### config.mk
export PLATFORM = sky130hd
export DESIGN_NAME = registers
export DESIGN_NICKNAME = d
export VERILOG_FILES = /design/src/logic/rv_pkg.sv /design/src/logic/registers.sv
export SDC_FILE = /design/constraint.sdc
export NUM_CORES = 1
export LEC_CHECK = 0
export BUFFER_PORTS_ARGS = -buffer_cell sky130_fd_sc_hd__clkbuf_2
export CORE_MARGIN = 3
export CORE_UTILIZATION = 45
export CTS_CLUSTER_SIZE = 30
export DETAILED_ROUTE_END_ITERATION = 16
export PLACE_DENSITY_LB_ADDON = 0.15
export SYNTH_ARGS = -nofsm -noshare
export SYNTH_HDL_FRONTEND = slang
export SYNTH_SLANG_ARGS = --single-unit
export TNS_END_PERCENT = 10
### constraint.sdc
create_clock -name clk -period 3.3 [get_ports clk]
set_clock_uncertainty 0.2 [all_clocks]
set_input_delay 0.165 -clock clk [delete_from_list [all_inputs] [get_ports clk]]
set_output_delay 0.165 -clock clk [all_outputs]
set_load 0.02 [all_outputs]
### src/logic/rv_pkg.sv
/*
 * rv_pkg: shared types and constants of the rv32i flash-boot system.
 * Holds the widths, memory sizes, opcodes, access codes and the core FSM states.
 */
package rv_pkg;

  typedef logic [31:0] word_t;       // data, address or instruction
  typedef logic [4:0]  reg_addr_t;
  typedef logic [7:0]  byte_t;
  typedef logic [1:0]  write_type_t; // 0 none, 1 byte, 2 half, 3 word
  typedef logic [2:0]  read_type_t;  // [1:0] size as for writes, [2] sign extend

  localparam write_type_t wt_none = 2'd0;
  localparam write_type_t wt_byte = 2'd1;
  localparam write_type_t wt_half = 2'd2;
  localparam write_type_t wt_word = 2'd3;
  localparam read_type_t  rt_none = 3'b000;
  localparam read_type_t  rt_word = 3'b111;

  localparam logic [6:0] op_lui     = 7'b0110111;
  localparam logic [6:0] op_auipc   = 7'b0010111;
  localparam logic [6:0] op_jal     = 7'b1101111;
  localparam logic [6:0] op_jalr    = 7'b1100111;
  localparam logic [6:0] op_branch  = 7'b1100011;
  localparam logic [6:0] op_load    = 7'b0000011;
  localparam logic [6:0] op_store   = 7'b0100011;
  localparam logic [6:0] op_alu_imm = 7'b0010011;
  localparam logic [6:0] op_alu     = 7'b0110011;

  localparam int startup_wait_cycles  = 20;
  localparam int flash_transfer_bytes = 256;
  localparam int ram_bytes            = 1024;
  localparam int ram_words            = ram_bytes / 4;
  localparam int ram_idx_bits         = $clog2(ram_words);

  localparam word_t io_addr        = 32'h0000_0ff0; // outside ram, decoded by ramio
  localparam byte_t flash_read_cmd = 8'h03;

  typedef enum logic [3:0] {
    boot_init,
    boot_load_cmd,
    boot_send,
    boot_load_addr,
    boot_read_data,
    boot_start_write,
    boot_write,
    cpu_fetch,
    cpu_execute,
    cpu_store,
    cpu_load
  } core_state_e;

endpackage
### src/logic/registers.sv
/*
 * registers: rv32i register file, 32 words with x0 fixed at zero.
 * Two combinational read ports and one write port on the clock edge.
 */
module registers (
  input  logic              clk,
  input  rv_pkg::reg_addr_t rs1,
  input  rv_pkg::reg_addr_t rs2,
  output rv_pkg::word_t     rs1_data_out,
  output rv_pkg::word_t     rs2_data_out,
  input  rv_pkg::reg_addr_t rd,
  input  logic              rd_write_enable,
  input  rv_pkg::word_t     rd_data_in
);
  import rv_pkg::*;

  word_t regs [32];

  assign rs1_data_out = (rs1 == '0) ? '0 : regs[rs1]; // x0 reads zero
  assign rs2_data_out = (rs2 == '0) ? '0 : regs[rs2];

  always_ff @(posedge clk) begin
    if (rd_write_enable && rd != '0) begin
      regs[rd] <= rd_data_in;
    end
  end

endmodule

==> summary.txt <==
Synth
  – Largest family of logic cells by synthesized area: multiplexers
  – Avg Cell Area, Syn: 18.7 um2
  – Post-synthesis sequential area ratio: 64.2%
  – Top post-synthesis cells by count: edfxtp_1 (1024), mux2i_1 (320), mux4_2 (316)
  – Synth warn: 0
  – Compound-Gate Fraction of Synth Area: 6.15%
  – FFs w/ async S/R, synth: 0%
  – Simple-gate area share of the yosys netlist: 2.18%
  – Top cells by area, synth: edfxtp_1 (64%), mux4_2 (15%), mux2i_1 (6.7%)
  – Cell variety after synth: 39
  – Share of Yosys cell area claimed by the top area cell type: 64.2%
  – Post-synth EDFFs: 1024
  – Mux share of post-synthesis cell area: 25.0%
  – Post-synthesis adder-cell area fraction: 0%
  – Ys flop type: edfxtp_1
  – Count leader, synth: edfxtp_1
  – Synth Area in XOR/XNOR: 0%
  – Syn Std Cell Area: 47900 um2
  – Post-synth top area cell: edfxtp_1
  – Synth Instances: 2564
  – Yosys reg bits: 1024

STA
  – Final worst path period share: 96.6%
  – RSZ-0062 raised after global routing: no
  – Min Clock Period, post-route: 3.19 ns
  – Sum Neg Setup Slack: 0 ns
  – Setup violators final: 0
  – Final max-slew violation count: 0
  – Slew HR: 20.7%
  – Fmax: 314 MHz
  – Final hold violations: 0
  – Worst-margin pin slew: 1.19 ns

Critical path
  – Worst Path Required: 2.93 ns
  – Largest delay share family, worst path: compound AO/OA/AOI/OAI gates
  – Worst Setup Start Kind: flip-flop
  – Worst EP arrival: 2.82 ns
  – Worst-path fanout max: 2
  – Critical path buffers and inverters: 2
  – CP max-delay cell: mux4_2
  – Critical path's largest stage delay: 0.46 ns
  – CP cell instances: mux4_2 -> nor2b_1 -> a211oi_1 -> a311oi_1 -> buf_4 -> clkbuf_2
  – Crit end category: output pin
  – Crit Path Category: reg2out

Routing
  – Total number of vias: 29700
  – Drt drc: 0
  – DR pass1 iterations: 6
  – Antenna Violating Nets Remaining: 0
  – Vias per inst: 6.94
  – DRT iter0 DRCs: 3996
  – Drt total wl: 160 mm
  – Per-cell routed wire length: 37.5 um

Placed design
  – Placer Congestion: 0.829
  – Hpwl dp: 90.2 mm
  – Port Buffers: 112
  – DP Cell Count: 4043

Power and ir drop
  – Pwr dens: 537 nW/um2
  – Leak: 18.2 nW
  – Peak supply drop: 400 uV

Cells and area
  – Max reg flops: 1024
  – Area Overhead vs Synth: 14.6%
  – Nets: 2842
  – Antenna diodes: 0
  – Final std cells w/o fill: 4276
  – Filler instances: 8344
  – Top Registers: regs x1024
  – Reg with most FFs: regs
  – Layout cell share with drive strength beyond 1: 30.8%

Global routing
  – Remaining Overflow, GRT: 0
  – Vias in the first global route: 29900
  – Total track usage: 28.7%
  – Largest net degree at the start of global routing: 76
  – Initial antenna violation count: 1
  – First-pass GRT wire length: 225 mm

Job
  – Max_cap viols: 0

Min path
  – Hold WC Path Type: in2reg

Floorplanning
  – Initial Util: 45.4%
  – Die area: 110000 um2
  – Ports: 113
  – Rows: 119
  – Die X: 332 um
  – Core footprint: 105000 um2
  – Die Ht: 332 um

CTS
  – Setup Fix Bufs, Post-CTS: 0
  – Root Buffer Master: clkbuf_16
  – # clock sinks: 1024
  – CTS tree: yes
  – Cts bufs inserted: 107
  – Bufs on Longest Clock Path: 3
  – Clock-pin transition on the worst setup and hold timing paths: 0.06 ns
  – H-Tree Depth: 3

Run status
  – Status: complete, no violations
-- through the flow --
| step | hold slack [ns] | utilization [%] | area [um2] | total power, mW | setup WS, ns |
|---|---|---|---|---|---|
| after floorplan | 0.0639 | - | 48000 | 16.5 | 0.515 |
| after global placement | 0.542 | 48.5 | 51100 | 17.5 | 0.270 |
| after detailed placement | 0.595 | 48.5 | 51100 | 17.6 | 0.360 |
| after CTS | 0.0278 | 52.1 | 54900 | 29.6 | 0.181 |
| after global routing | 0.0734 | 52.1 | 54900 | 30.3 | 0.108 |
| final | 0.0702 | 52.1 | 54900 | 29.5 | 0.113 |
-- metal layers --
| metal | global-route usage, % | routed length (um) | vias up |
|---|---|---|---|
| li1 | - | - | 11500 |
| met4 | 9.24 | 5370 | 4 |
| met1 | 40.4 | 63900 | 15800 |
| met5 | 0.868 | 146 | - |
| met2 | 44.8 | 74100 | 2023 |
| met3 | 6.11 | 17000 | 328 |
-- worst paths after layout --
check	slack, ns	to	depth (start not counted)	start
setup / recovery	0.11	rs1_data_out[14]	6	regs[2][14]
hold / removal	0.07	regs[30][9]	4	rd_write_enable
-- report_power, final --
part	leakage, nW	switching, mW	internal, mW
sequential	9.25	0.0853	14.5
combinational	7.20	1.71	1.07
clock	1.70	5.23	6.91
-- worst min-delay path, cell delays in order --
cell and delay (ns):
clkbuf_2 0.10, nand3b_1 0.08, buf_4 0.26, nor2_4 0.15
-- area by class of cell --
type	instances	area [um2]	share of cell area [%]
Sequential cell	1024	30700	56.0
Multi-Input combinational cell	1354	16400	29.9
Clock buffer	125	2750	5.00
Timing Repair Buffer	304	2540	4.62
Tap cell	1391	1740	3.17
Clock inverter	76	738	1.34
Inverter	2	8.76	0.0159
-- what timing repair did --
action / CTS / global route
gates resized for setup: 0 / 0
endpoints found under the hold margin: 1024 / 0
hold buffers: 32 / 0
-- cell usage in the layout, fill, tap and decap left out, types with 16 or more instances in the layout --
cell / netlist / routed
a211oi_1: 53 / 53
mux4_1: 36 / 36
nand2_1: 85 / 85
a21oi_1: 32 / 32
mux2i_1: 320 / 320
mux4_2: 316 / 316
o221ai_1: 64 / 64
mux2_2: 64 / 64
o21ai_0: 50 / 50
clkbuf_1: 98 / 18
a221oi_2: 16 / 16
clkinv_2: 0 / 25
nor2_4: 0 / 33
buf_12: 0 / 32
clkbuf_2: 1 / 105
a22oi_1: 64 / 64
clkbuf_16: 0 / 107
a311oi_1: 32 / 32
conb_1: 1 / 32
nand4_1: 32 / 32
clkinv_1: 0 / 27
a221oi_1: 38 / 38
buf_4: 53 / 129
nor2b_1: 37 / 32
edfxtp_1: 1024 / 1024
dlygate4sd3_1: 0 / 32
-- cell families after synthesis --
| kind of cell | Yosys count |
|---|---|
| mux | 736 |
| compound gates | 374 |
| flops | 1024 |
| buf+inv | 217 |
| other cells | 1 |
| simple gates | 212 |
No activity file was read; power rests on OpenSTA's default activity.
