--- config.mk ---
export PLATFORM = sky130hd
export DESIGN_NAME = core_flat
export DESIGN_NICKNAME = d
export VERILOG_FILES = /design/src/logic/rv_pkg.sv /design/src/logic/ramio_if.sv /design/src/logic/core.sv /design/src/flat_wrapper.sv
export SDC_FILE = /design/constraint.sdc
export NUM_CORES = 2
export LEC_CHECK = 0
export BUFFER_PORTS_ARGS = -buffer_cell sky130_fd_sc_hd__buf_4
export CAP_MARGIN = 40
export CORE_UTILIZATION = 40
export CTS_CLUSTER_SIZE = 30
export DETAILED_ROUTE_END_ITERATION = 16
export PLACE_DENSITY_LB_ADDON = 0.2
export SLEW_MARGIN = 30
export SYNTH_ARGS = -nofsm -noshare
export SYNTH_HDL_FRONTEND = slang
export SYNTH_SLANG_ARGS = --single-unit
export TNS_END_PERCENT = 10
--- constraint.sdc ---
create_clock -name clk -period 8.5 [get_ports clk]
set_input_delay 2.55 -clock clk [delete_from_list [all_inputs] [get_ports clk]]
set_output_delay 2.55 -clock clk [all_outputs]
set_load 0.02 [all_outputs]
--- src/logic/rv_pkg.sv ---
/*
 * rv_pkg: shared types and constants of the rv32i flash-boot system.
 * Holds the widths, memory sizes, opcodes, access codes and the core FSM states.
 */
package rv_pkg;

  typedef logic [31:0] word_t;       // data, address or instruction
  typedef logic [4:0]  reg_addr_t;
  typedef logic [7:0]  byte_t;
  typedef logic [1:0]  write_type_t; // 0 none, 1 byte, 2 half, 3 word
  typedef logic [2:0]  read_type_t;  // [1:0] size as for writes, [2] sign extend

  localparam write_type_t wt_none = 2'd0;
  localparam write_type_t wt_byte = 2'd1;
  localparam write_type_t wt_half = 2'd2;
  localparam write_type_t wt_word = 2'd3;
  localparam read_type_t  rt_none = 3'b000;
  localparam read_type_t  rt_word = 3'b111;

  localparam logic [6:0] op_lui     = 7'b0110111;
  localparam logic [6:0] op_auipc   = 7'b0010111;
  localparam logic [6:0] op_jal     = 7'b1101111;
  localparam logic [6:0] op_jalr    = 7'b1100111;
  localparam logic [6:0] op_branch  = 7'b1100011;
  localparam logic [6:0] op_load    = 7'b0000011;
  localparam logic [6:0] op_store   = 7'b0100011;
  localparam logic [6:0] op_alu_imm = 7'b0010011;
  localparam logic [6:0] op_alu     = 7'b0110011;

  localparam int startup_wait_cycles  = 20;
  localparam int flash_transfer_bytes = 256;
  localparam int ram_bytes            = 1024;
  localparam int ram_words            = ram_bytes / 4;
  localparam int ram_idx_bits         = $clog2(ram_words);

  localparam word_t io_addr        = 32'h0000_0ff0; // outside ram, decoded by ramio
  localparam byte_t flash_read_cmd = 8'h03;

  typedef enum logic [3:0] {
    boot_init,
    boot_load_cmd,
    boot_send,
    boot_load_addr,
    boot_read_data,
    boot_start_write,
    boot_write,
    cpu_fetch,
    cpu_execute,
    cpu_store,
    cpu_load
  } core_state_e;

endpackage
--- src/logic/ramio_if.sv ---
/*
 * ramio_if: request and response signals between the core and the memory block
 */
interface ramio_if;
  import rv_pkg::*;

  logic        enable;
  write_type_t write_type;
  read_type_t  read_type;
  word_t       address;        // byte address
  word_t       data_in;
  word_t       data_out;       // already extended per read_type
  logic        data_out_ready;
  logic        busy;

  modport core (
    output enable, write_type, read_type, address, data_in,
    input  data_out, data_out_ready, busy
  );

  modport mem (
    input  enable, write_type, read_type, address, data_in,
    output data_out, data_out_ready, busy
  );

endinterface

--- src/logic/core.sv ---
/*
 * core: flash boot sequencer and multi-cycle rv32i FSM.
 * After a startup wait it copies the program image from SPI flash into RAM,
 * then fetches and executes from address 0 over the memory port.
 */
module core (
  input  logic              clk,
  input  logic              rst_n,
  output logic              led,
  ramio_if.core             mem,
  output logic              flash_clk,
  input  logic              flash_miso,
  output logic              flash_mosi,
  output logic              flash_cs,
  output rv_pkg::reg_addr_t rs1,
  output rv_pkg::reg_addr_t rs2,
  input  rv_pkg::word_t     rs1_data_out,
  input  rv_pkg::word_t     rs2_data_out,
  output rv_pkg::reg_addr_t rd,
  output logic              rd_write_enable,
  output rv_pkg::word_t     rd_data_in
);
  import rv_pkg::*;

  core_state_e state;
  core_state_e return_state; // where boot_send goes when done

  word_t       flash_counter;
  logic [23:0] flash_data_to_send;
  logic [4:0]  flash_bits_left;
  byte_t       flash_shift;
  byte_t       flash_bytes [4];
  logic [1:0]  flash_byte_num;
  word_t       boot_addr;    // next RAM word to fill

  word_t       pc;
  word_t       ir;
  logic [6:0]  opcode;
  logic [2:0]  funct3;
  word_t       u_imm;
  word_t       i_imm;
  word_t       s_imm;
  word_t       b_imm;
  word_t       j_imm;
  word_t       alu_b;
  word_t       sra_result;
  word_t       alu_result;
  word_t       jalr_target;
  logic        branch_taken;
  logic        illegal;

  assign opcode = ir[6:0];
  assign funct3 = ir[14:12];
  assign rs1    = ir[19:15];
  assign rs2    = ir[24:20];
  assign rd     = ir[11:7];

  assign u_imm = {ir[31:12], 12'b0};
  assign i_imm = {{20{ir[31]}}, ir[31:20]};
  assign s_imm = {{20{ir[31]}}, ir[31:25], ir[11:7]};
  assign b_imm = {{20{ir[31]}}, ir[7], ir[30:25], ir[11:8], 1'b0};
  assign j_imm = {{12{ir[31]}}, ir[19:12], ir[20], ir[30:21], 1'b0};

  assign alu_b       = (opcode == op_alu) ? rs2_data_out : i_imm; // shamt sits in i_imm[4:0]
  assign sra_result  = $signed(rs1_data_out) >>> alu_b[4:0];
  assign jalr_target = (rs1_data_out + i_imm) & ~32'd1;

  always_comb begin
    case (funct3)
      3'b000: alu_result = (opcode == op_alu && ir[30]) ? rs1_data_out - alu_b
                                                        : rs1_data_out + alu_b;
      3'b001: alu_result = rs1_data_out << alu_b[4:0];
      3'b010: alu_result = {31'b0, $signed(rs1_data_out) < $signed(alu_b)};
      3'b011: alu_result = {31'b0, rs1_data_out < alu_b};
      3'b100: alu_result = rs1_data_out ^ alu_b;
      3'b101: alu_result = ir[30] ? sra_result : rs1_data_out >> alu_b[4:0];
      3'b110: alu_result = rs1_data_out | alu_b;
      default: alu_result = rs1_data_out & alu_b;
    endcase
  end

  always_comb begin
    case (funct3)
      3'b000: branch_taken = rs1_data_out == rs2_data_out;
      3'b001: branch_taken = rs1_data_out != rs2_data_out;
      3'b100: branch_taken = $signed(rs1_data_out) < $signed(rs2_data_out);
      3'b101: branch_taken = $signed(rs1_data_out) >= $signed(rs2_data_out);
      3'b110: branch_taken = rs1_data_out < rs2_data_out;
      default: branch_taken = rs1_data_out >= rs2_data_out;
    endcase
  end

  // opcode and funct3 combinations outside the supported set
  always_comb begin
    case (opcode)
      op_lui, op_auipc, op_jal, op_alu_imm, op_alu: illegal = 1'b0;
      op_jalr:   illegal = funct3 != 3'b000;
      op_branch: illegal = funct3[2:1] == 2'b01;
      op_load:   illegal = funct3 == 3'b011 || funct3[2:1] == 2'b11;
      op_store:  illegal = funct3 > 3'b010;
      default:   illegal = 1'b1;
    endcase
  end

  always_ff @(posedge clk or negedge rst_n) begin
    if (!rst_n) begin
      state           <= boot_init;
      return_state    <= boot_init;
      led             <= 1'b1;
      flash_cs        <= 1'b1;
      flash_clk       <= 1'b0;
      flash_mosi      <= 1'b0;
      flash_counter   <= '0;
      flash_byte_num  <= '0;
      boot_addr       <= '0;
      pc              <= '0;
      rd_write_enable <= 1'b0;
      mem.enable      <= 1'b0;
      mem.write_type  <= wt_none;
      mem.read_type   <= rt_none;
      mem.address     <= '0;
    end else begin
      case (state)
        boot_init: begin
          flash_counter <= flash_counter + 32'd1;
          if (flash_counter >= startup_wait_cycles) begin
            flash_counter <= '0;
            state         <= boot_load_cmd;
          end
        end
        boot_load_cmd: begin
          flash_cs           <= 1'b0; // select flash
          flash_data_to_send <= {flash_read_cmd, 16'h0000};
          flash_bits_left    <= 5'd8;
          return_state       <= boot_load_addr;
          state              <= boot_send;
        end
        boot_load_addr: begin
          flash_data_to_send <= '0; // image starts at flash address 0
          flash_bits_left    <= 5'd24;
          return_state       <= boot_read_data;
          state              <= boot_send;
        end
        boot_send: begin
          if (!flash_counter[0]) begin
            flash_counter      <= 32'd1;
            flash_clk          <= 1'b0;
            flash_mosi         <= flash_data_to_send[23]; // msb first
            flash_data_to_send <= {flash_data_to_send[22:0], 1'b0};
            flash_bits_left    <= flash_bits_left - 5'd1;
          end else begin
            flash_counter <= '0;
            flash_clk     <= 1'b1; // flash samples mosi here
            if (flash_bits_left == '0) begin
              state <= return_state;
            end
          end
        end
        boot_read_data: begin
          flash_counter <= flash_counter + 32'd1;
          if (flash_counter[0]) begin
            flash_clk   <= 1'b1;
            flash_shift <= {flash_shift[6:0], flash_miso};
          end else begin
            flash_clk <= 1'b0;
            // a full byte every 16 clocks
            if (flash_counter[3:0] == 4'd0 && flash_counter != '0) begin
              flash_bytes[flash_byte_num] <= flash_shift;
              flash_byte_num              <= flash_byte_num + 2'd1;
              if (flash_byte_num == 2'd3) begin
                state <= boot_start_write;
              end
            end
          end
        end
        boot_start_write: begin
          if (!mem.busy) begin
            mem.enable     <= 1'b1;
            mem.write_type <= wt_word;
            mem.read_type  <= rt_none;
            mem.address    <= boot_addr;
            mem.data_in    <= {flash_bytes[3], flash_bytes[2], flash_bytes[1], flash_bytes[0]};
            boot_addr      <= boot_addr + 32'd4;
            state          <= boot_write;
          end
        end
        boot_write: begin
          if (!mem.busy) begin
            if (boot_addr < flash_transfer_bytes) begin
              mem.enable <= 1'b0;
              state      <= boot_read_data;
            end else begin
              flash_cs       <= 1'b1; // release flash, first fetch follows
              mem.write_type <= wt_none;
              mem.read_type  <= rt_word;
              mem.address    <= '0;
              pc             <= '0;
              state          <= cpu_fetch;
            end
          end
        end
        cpu_fetch: begin
          rd_write_enable <= 1'b0; // write-back lands in the first fetch cycle
          if (mem.data_out_ready) begin
            ir         <= mem.data_out;
            mem.enable <= 1'b0;
            state      <= cpu_execute;
          end
        end
        cpu_execute: begin
          if (illegal) begin
            led <= 1'b0; // core parks here
          end else begin
            mem.enable     <= 1'b1; // next fetch unless overridden
            mem.write_type <= wt_none;
            mem.read_type  <= rt_word;
            mem.address    <= pc + 32'd4;
            pc             <= pc + 32'd4;
            state          <= cpu_fetch;
            case (opcode)
              op_lui: begin
                rd_data_in      <= u_imm;
                rd_write_enable <= 1'b1;
              end
              op_auipc: begin
                rd_data_in      <= pc + u_imm;
                rd_write_enable <= 1'b1;
              end
              op_alu_imm, op_alu: begin
                rd_data_in      <= alu_result;
                rd_write_enable <= 1'b1;
              end
              op_jal: begin
                rd_data_in      <= pc + 32'd4;
                rd_write_enable <= 1'b1;
                mem.address     <= pc + j_imm;
                pc              <= pc + j_imm;
              end
              op_jalr: begin
                rd_data_in      <= pc + 32'd4;
                rd_write_enable <= 1'b1;
                mem.address     <= jalr_target;
                pc              <= jalr_target;
              end
              op_branch: begin
                if (branch_taken) begin
                  mem.address <= pc + b_imm;
                  pc          <= pc + b_imm;
                end
              end
              op_store: begin
                mem.write_type <= write_type_t'(funct3[1:0] + 2'd1); // sb, sh, sw
                mem.read_type  <= rt_none;
                mem.address    <= rs1_data_out + s_imm;
                mem.data_in    <= rs2_data_out;
                state          <= cpu_store;
              end
              default: begin
                // load: size from funct3[1:0], sign unless funct3[2]
                mem.read_type <= {~funct3[2], funct3[1:0] + 2'd1};
                mem.address   <= rs1_data_out + i_imm;
                state         <= cpu_load;
              end
            endcase
          end
        end
        cpu_store: begin
          if (!mem.busy) begin
            mem.write_type <= wt_none; // enable stays high into the fetch
            mem.read_type  <= rt_word;
            mem.address    <= pc;
            state          <= cpu_fetch;
          end
        end
        cpu_load: begin
          if (mem.data_out_ready) begin
            rd_data_in      <= mem.data_out;
            rd_write_enable <= 1'b1;
            mem.read_type   <= rt_word;
            mem.address     <= pc;
            state           <= cpu_fetch;
          end
        end
        default: led <= 1'b0;
      endcase
    end
  end

endmodule

--- src/flat_wrapper.sv ---
// flat-port wrapper written by rule: the top's interface ports become plain ports
module core_flat import rv_pkg::*;
  (clk, rst_n, led, flash_clk, flash_miso, flash_mosi, flash_cs, rs1, rs2, rs1_data_out, rs2_data_out, rd, rd_write_enable, rd_data_in, mem_enable, mem_write_type, mem_read_type, mem_address, mem_data_in, mem_data_out, mem_data_out_ready, mem_busy);
  ramio_if mem_i ();
  input  logic clk;
  input  logic rst_n;
  output logic led;
  output logic flash_clk;
  input  logic flash_miso;
  output logic flash_mosi;
  output logic flash_cs;
  output rv_pkg::reg_addr_t rs1;
  output rv_pkg::reg_addr_t rs2;
  input  rv_pkg::word_t rs1_data_out;
  input  rv_pkg::word_t rs2_data_out;
  output rv_pkg::reg_addr_t rd;
  output logic rd_write_enable;
  output rv_pkg::word_t rd_data_in;
  output wire logic [$bits(mem_i.enable)-1:0] mem_enable;
  output wire logic [$bits(mem_i.write_type)-1:0] mem_write_type;
  output wire logic [$bits(mem_i.read_type)-1:0] mem_read_type;
  output wire logic [$bits(mem_i.address)-1:0] mem_address;
  output wire logic [$bits(mem_i.data_in)-1:0] mem_data_in;
  input wire logic [$bits(mem_i.data_out)-1:0] mem_data_out;
  input wire logic [$bits(mem_i.data_out_ready)-1:0] mem_data_out_ready;
  input wire logic [$bits(mem_i.busy)-1:0] mem_busy;
  assign mem_enable = mem_i.enable;
  assign mem_write_type = mem_i.write_type;
  assign mem_read_type = mem_i.read_type;
  assign mem_address = mem_i.address;
  assign mem_data_in = mem_i.data_in;
  assign mem_i.data_out = mem_data_out;
  assign mem_i.data_out_ready = mem_data_out_ready;
  assign mem_i.busy = mem_busy;
  core u_core (.clk(clk), .rst_n(rst_n), .led(led), .mem(mem_i), .flash_clk(flash_clk), .flash_miso(flash_miso), .flash_mosi(flash_mosi), .flash_cs(flash_cs), .rs1(rs1), .rs2(rs2), .rs1_data_out(rs1_data_out), .rs2_data_out(rs2_data_out), .rd(rd), .rd_write_enable(rd_write_enable), .rd_data_in(rd_data_in));
endmodule
==> results by stage <==
STA:
- The fraction of the cycle the final worst path needs is 75.28%.
- The worst slew slack as a fraction of its limit is 24.31%.
- The smallest clock period supported by the final layout is computed as 6.398 ns.
- The highest clock rate is 0.1563 GHz.
- The number of max-slew violations in the final report came to 0.
- Setup violations remaining at the end of the flow were counted as 0.
- For the final routed database, the setup TNS stands at 0 ns.
- The final setup slack of the worst path is 2.102 ns.
- Setup repair after global routing left no endpoint under its margin.
- Across the routed clock network, the largest skew measured is 0.02422 ns.
- For the pin with the worst max-slew slack, the measured transition is 1.135 ns.
- The final-report hold violation count is 0.

Global route:
- The global-route wire length before repair is 244.8 mm.
- The remaining global-route overflow is 0.
- Across every metal layer, demand over resource in global routing totals 41.57%.
- The via count of the first global-routing pass is 32.63k.
- Entering global routing, the biggest net connects 66 pins.
- The initial antenna violation count is 10.

Drt:
- The via density per instance is 6.822.
- The total iterations of the first detailed-routing run is 7.
- The post-detailed-route count of antenna-violating nets is 0.
- The number of DRC markers in iteration 0 is 5,173.
- The final wirelength is 174.8 mm.
- The routed layout has 35.53k vias.
- In the routed design, unresolved DRC markers number 0.
- The wire length per cell is 33.57 um.

Logic synthesis:
- The synthesized netlist occupies a cell area of 32,170 sq um.
- The flip-flop cell with the highest count after synthesis is sky130_fd_sc_hd__edfxtp_1.
- The area fraction of the dominant cell type after synthesis is 13.91%.
- The synthesized design contains 149 enable-type register cells.
- The post-synthesis share of cell area spent on and, or, nand and nor gates is 18.71%.
- The number of warnings issued by yosys is 0.
- Of all flip-flops after synthesis, the portion carrying an async set or reset was 49.15%.
- Synthesis produced a netlist with a net count of 4,401.
- The most common cell in the synthesized netlist is sky130_fd_sc_hd__nand2_1.
- The number of register bits inferred by synthesis is 293.
- The synthesized-area fraction occupied by xor and xnor cells is 6.535%.
- The gate count of the mapped netlist is 4,066.
- The synthesized-area fraction occupied by ao, oa, aoi and oai cells is 27.41%.
- The sequential cell area fraction in the yosys report is 25.12%.
- Ranked by instance count, the synthesized netlist is headed by sky130_fd_sc_hd__nand2_1 (404), sky130_fd_sc_hd__a21oi_1 (382), sky130_fd_sc_hd__o21ai_0 (375).
- In the post-synthesis netlist, the biggest area contributors are sky130_fd_sc_hd__edfxtp_1 (14%), sky130_fd_sc_hd__dfrtp_1 (11%), sky130_fd_sc_hd__ha_1 (8.8%).
- The count of distinct cell types in the synthesized netlist is 99.
- The synthesized area per cell is 7.911 sq um.
- Summed over all instances, the cell type with the most area after synthesis is sky130_fd_sc_hd__edfxtp_1.
- The post-synthesis adder-cell area fraction is 9.266%.
- Measured against the total synthesized area, the mux share comes to 6.881%.
- After synthesis, the largest family of logic cells by area is compound AO/OA/AOI/OAI gates.

Run status:
- The flow ran to the end, and the final reports show no timing, DRC or antenna violations.

Setup path:
- In this run the worst path has a maximum fanout of 10.
- The arrival time of the worst setup path is 6.72 ns.
- The class of the most critical setup path is input pin to register.
- The worst setup path is launched from an input pin.
- At the worst endpoint, the required time is 8.82 ns.
- The type of destination of the critical path is a register.

Die:
- The number of placed I/O pins is 223.
- The initial cell density of the core is 40.58%.
- After floorplanning, the core was sized to cover 79,260 sq um.
- Row generation in the floorplan step produced 103 rows.
- The die height is 285.6 um.
- The die is 285.6 um wide.
- The floorplan step defined a die boundary enclosing 81,550 sq um.

Pwr:
- The combinational cell fraction of total power is 17.2%.
- Cell internal power was estimated by the tool at 2.650 mW.
- The relative contribution of sequential cells to total power is 39.5%.
- The total net switching power is 1.143 mW.
- The leakage power total is 14.66 nW.
- The switching fraction of total power is 30.13%.
- For this design the ratio of total power to cell area is 105.2 nW/um^2.
- The clock share of power is 43.3%.
- The worst ir drop on vdd is 0.0001606 V.

Place:
- Routability-driven placement finished with a final weighted congestion of 1.069.
- Detailed placement finished with a half-perimeter wire length of 135.6 mm.
- The count of buffers added on input and output ports is 222.
- Before CTS, the worst setup slack after placement is 1.636 ns.

Clock tree:
- The later-pin clock latency in the skew report is 0.59 ns.
- Clock tree synthesis selected as its root buffer the cell sky130_fd_sc_hd__clkbuf_16.
- The CTS clock-pin slew for the worst setup and hold paths is 0.06 ns.
- The quantity of gates resized following cts is 0.
- After clock tree synthesis, the flow added hold-fix buffers numbering 0.
- Counting every sink on the clock net gives 293.
- The maximum level of the CTS H-tree is 2.
- The count of buffers added by post-CTS timing repair for setup is 0.
- The TritonCTS clock tree is built.
- No sink is reached through more buffers than the 3 on the longest clock path.
- Buffers inserted during clock tree synthesis total 37.

Final layout:
- The post-route netlist has 12.30% of its cells at a drive strength greater than 1.
- The relative area change from synthesis to final layout is 12.04%.
- At the end of the flow, the number of nets in the layout was 4,460.

Flow run:
- Across the run, the number of max-cap violations was 0.

Min path:
- The worst hold path belongs to the class register to register.
==> registers in the layout, summed over array words and instances (netlist names), 8 cells and up <==
register                   cells
u_core.flash_shift             8
u_core.flash_data_to_send      8
u_core.boot_addr              30
u_core.rd_data_in             32
u_core.pc                     31
u_core.ir                     32
u_core.mem.address            32
u_core.flash_counter          32
u_core.mem.data_in            32
u_core.flash_bytes            32
==> final timing paths <==
check	from	end	slack (ns)	cells past startpoint
setup / recovery	rs2_data_out[2]	u_core.rd_data_in[30]	2.10	19
hold / removal	u_core.flash_data_to_send[23]	u_core.flash_mosi	0.48	1
setup reg to reg	u_core.ir[6]	u_core.rd_data_in[0]	2.15	17
hold reg to reg	u_core.flash_data_to_send[23]	u_core.flash_mosi	0.48	1
max in group asynchronous	rst_n	u_core.pc[16]	5.55	2
min in group asynchronous	rst_n	u_core.flash_counter[26]	1.89	1
==> worst max-delay path, stage by stage <==
cell	delay, ns
sky130_fd_sc_hd__buf_4	0.13
sky130_fd_sc_hd__inv_1	0.05
sky130_fd_sc_hd__buf_4	0.15
sky130_fd_sc_hd__nor3_1	0.07
sky130_fd_sc_hd__buf_4	0.17
sky130_fd_sc_hd__nor2_4	0.10
sky130_fd_sc_hd__clkinv_1	0.08
sky130_fd_sc_hd__buf_4	0.19
sky130_fd_sc_hd__ha_1	0.37
sky130_fd_sc_hd__nor2b_1	0.19
sky130_fd_sc_hd__o2111ai_1	0.29
sky130_fd_sc_hd__a21oi_1	0.14
sky130_fd_sc_hd__o211ai_1	0.33
sky130_fd_sc_hd__o21ai_0	0.24
sky130_fd_sc_hd__a2111oi_0	0.70
sky130_fd_sc_hd__o31a_1	0.33
sky130_fd_sc_hd__nand3_1	0.14
sky130_fd_sc_hd__and3_1	0.18
sky130_fd_sc_hd__or3_1	0.30
==> layout by cell type, fill, tap and decap left out, types with 103 or more instances in the layout <==
cell type | synthesis | routed
sky130_fd_sc_hd__inv_1 | 170 | 169
sky130_fd_sc_hd__nor2_1 | 363 | 358
sky130_fd_sc_hd__ha_1 | 227 | 227
sky130_fd_sc_hd__a21oi_1 | 382 | 381
sky130_fd_sc_hd__buf_4 | 24 | 316
sky130_fd_sc_hd__dfrtp_1 | 142 | 142
sky130_fd_sc_hd__xor2_1 | 103 | 103
sky130_fd_sc_hd__edfxtp_1 | 149 | 149
sky130_fd_sc_hd__nand2_1 | 404 | 403
sky130_fd_sc_hd__xnor2_1 | 137 | 137
sky130_fd_sc_hd__nand3_1 | 109 | 109
sky130_fd_sc_hd__o21ai_0 | 375 | 374
==> power groups by stage <==
stage	logic, mW	registers [mW]	clock network (mW)
after floorplan	0.336	1.52	0
after global placement	0.617	1.53	0
after detailed placement	0.614	1.53	0
after CTS	0.617	1.50	1.66
after global routing	0.679	1.50	1.70
final	0.651	1.50	1.64
==> stage by stage <==
stage                     hold slack [ns]  instance area, sq um  util (%)  cells  power [mW]
after global routing               0.4935                 36030     45.46   5205       3.873
after CTS                          0.4858                 35960     45.37   5197       3.779
after floorplan                    0.4497                 32170         -   4066       1.856
after detailed placement           0.4723                 34730     43.82   5130       2.140
after global placement             0.4731                 34670     43.74   5122       2.142
final                              0.4777                 36040     45.47   5208       3.792
==> cells by family (layout without fill, tap and decap cells) <==
group | count (synthesis) | after routing
AOI/OAI and AO/OA | 1385 | 1385
xor gates and xnor gates | 240 | 240
adders and majority gates | 234 | 234
buffers and inverters | 482 | 569
DFF | 293 | 293
muxes | 144 | 144
other | 0 | 5
and+or+nand+nor | 1288 | 1288
==> layer usage <==
metal / GRT usage (%) / vias up / wire (um)
met1: 59.08 / 17402 / 73430
met5: 1.047 / - / 175
met2: 56.53 / 2514 / 68010
met4: 15.52 / 10 / 7726
met3: 15.18 / 368 / 25480
li1: - / 15237 / -
==> area by class of cell <==
class                           count  area (sq um)
Antenna cell                        5         12.51
Clock buffer                       50          1036
Clock inverter                     17         192.7
Fill cell                        8087         43220
Inverter                          174         658.1
Multi-Input combinational cell   3291         22260
Sequential cell                   293          8080
Tap cell                         1050          1314
Timing Repair Buffer              328          2491
No activity file was read; power rests on OpenSTA's default activity.
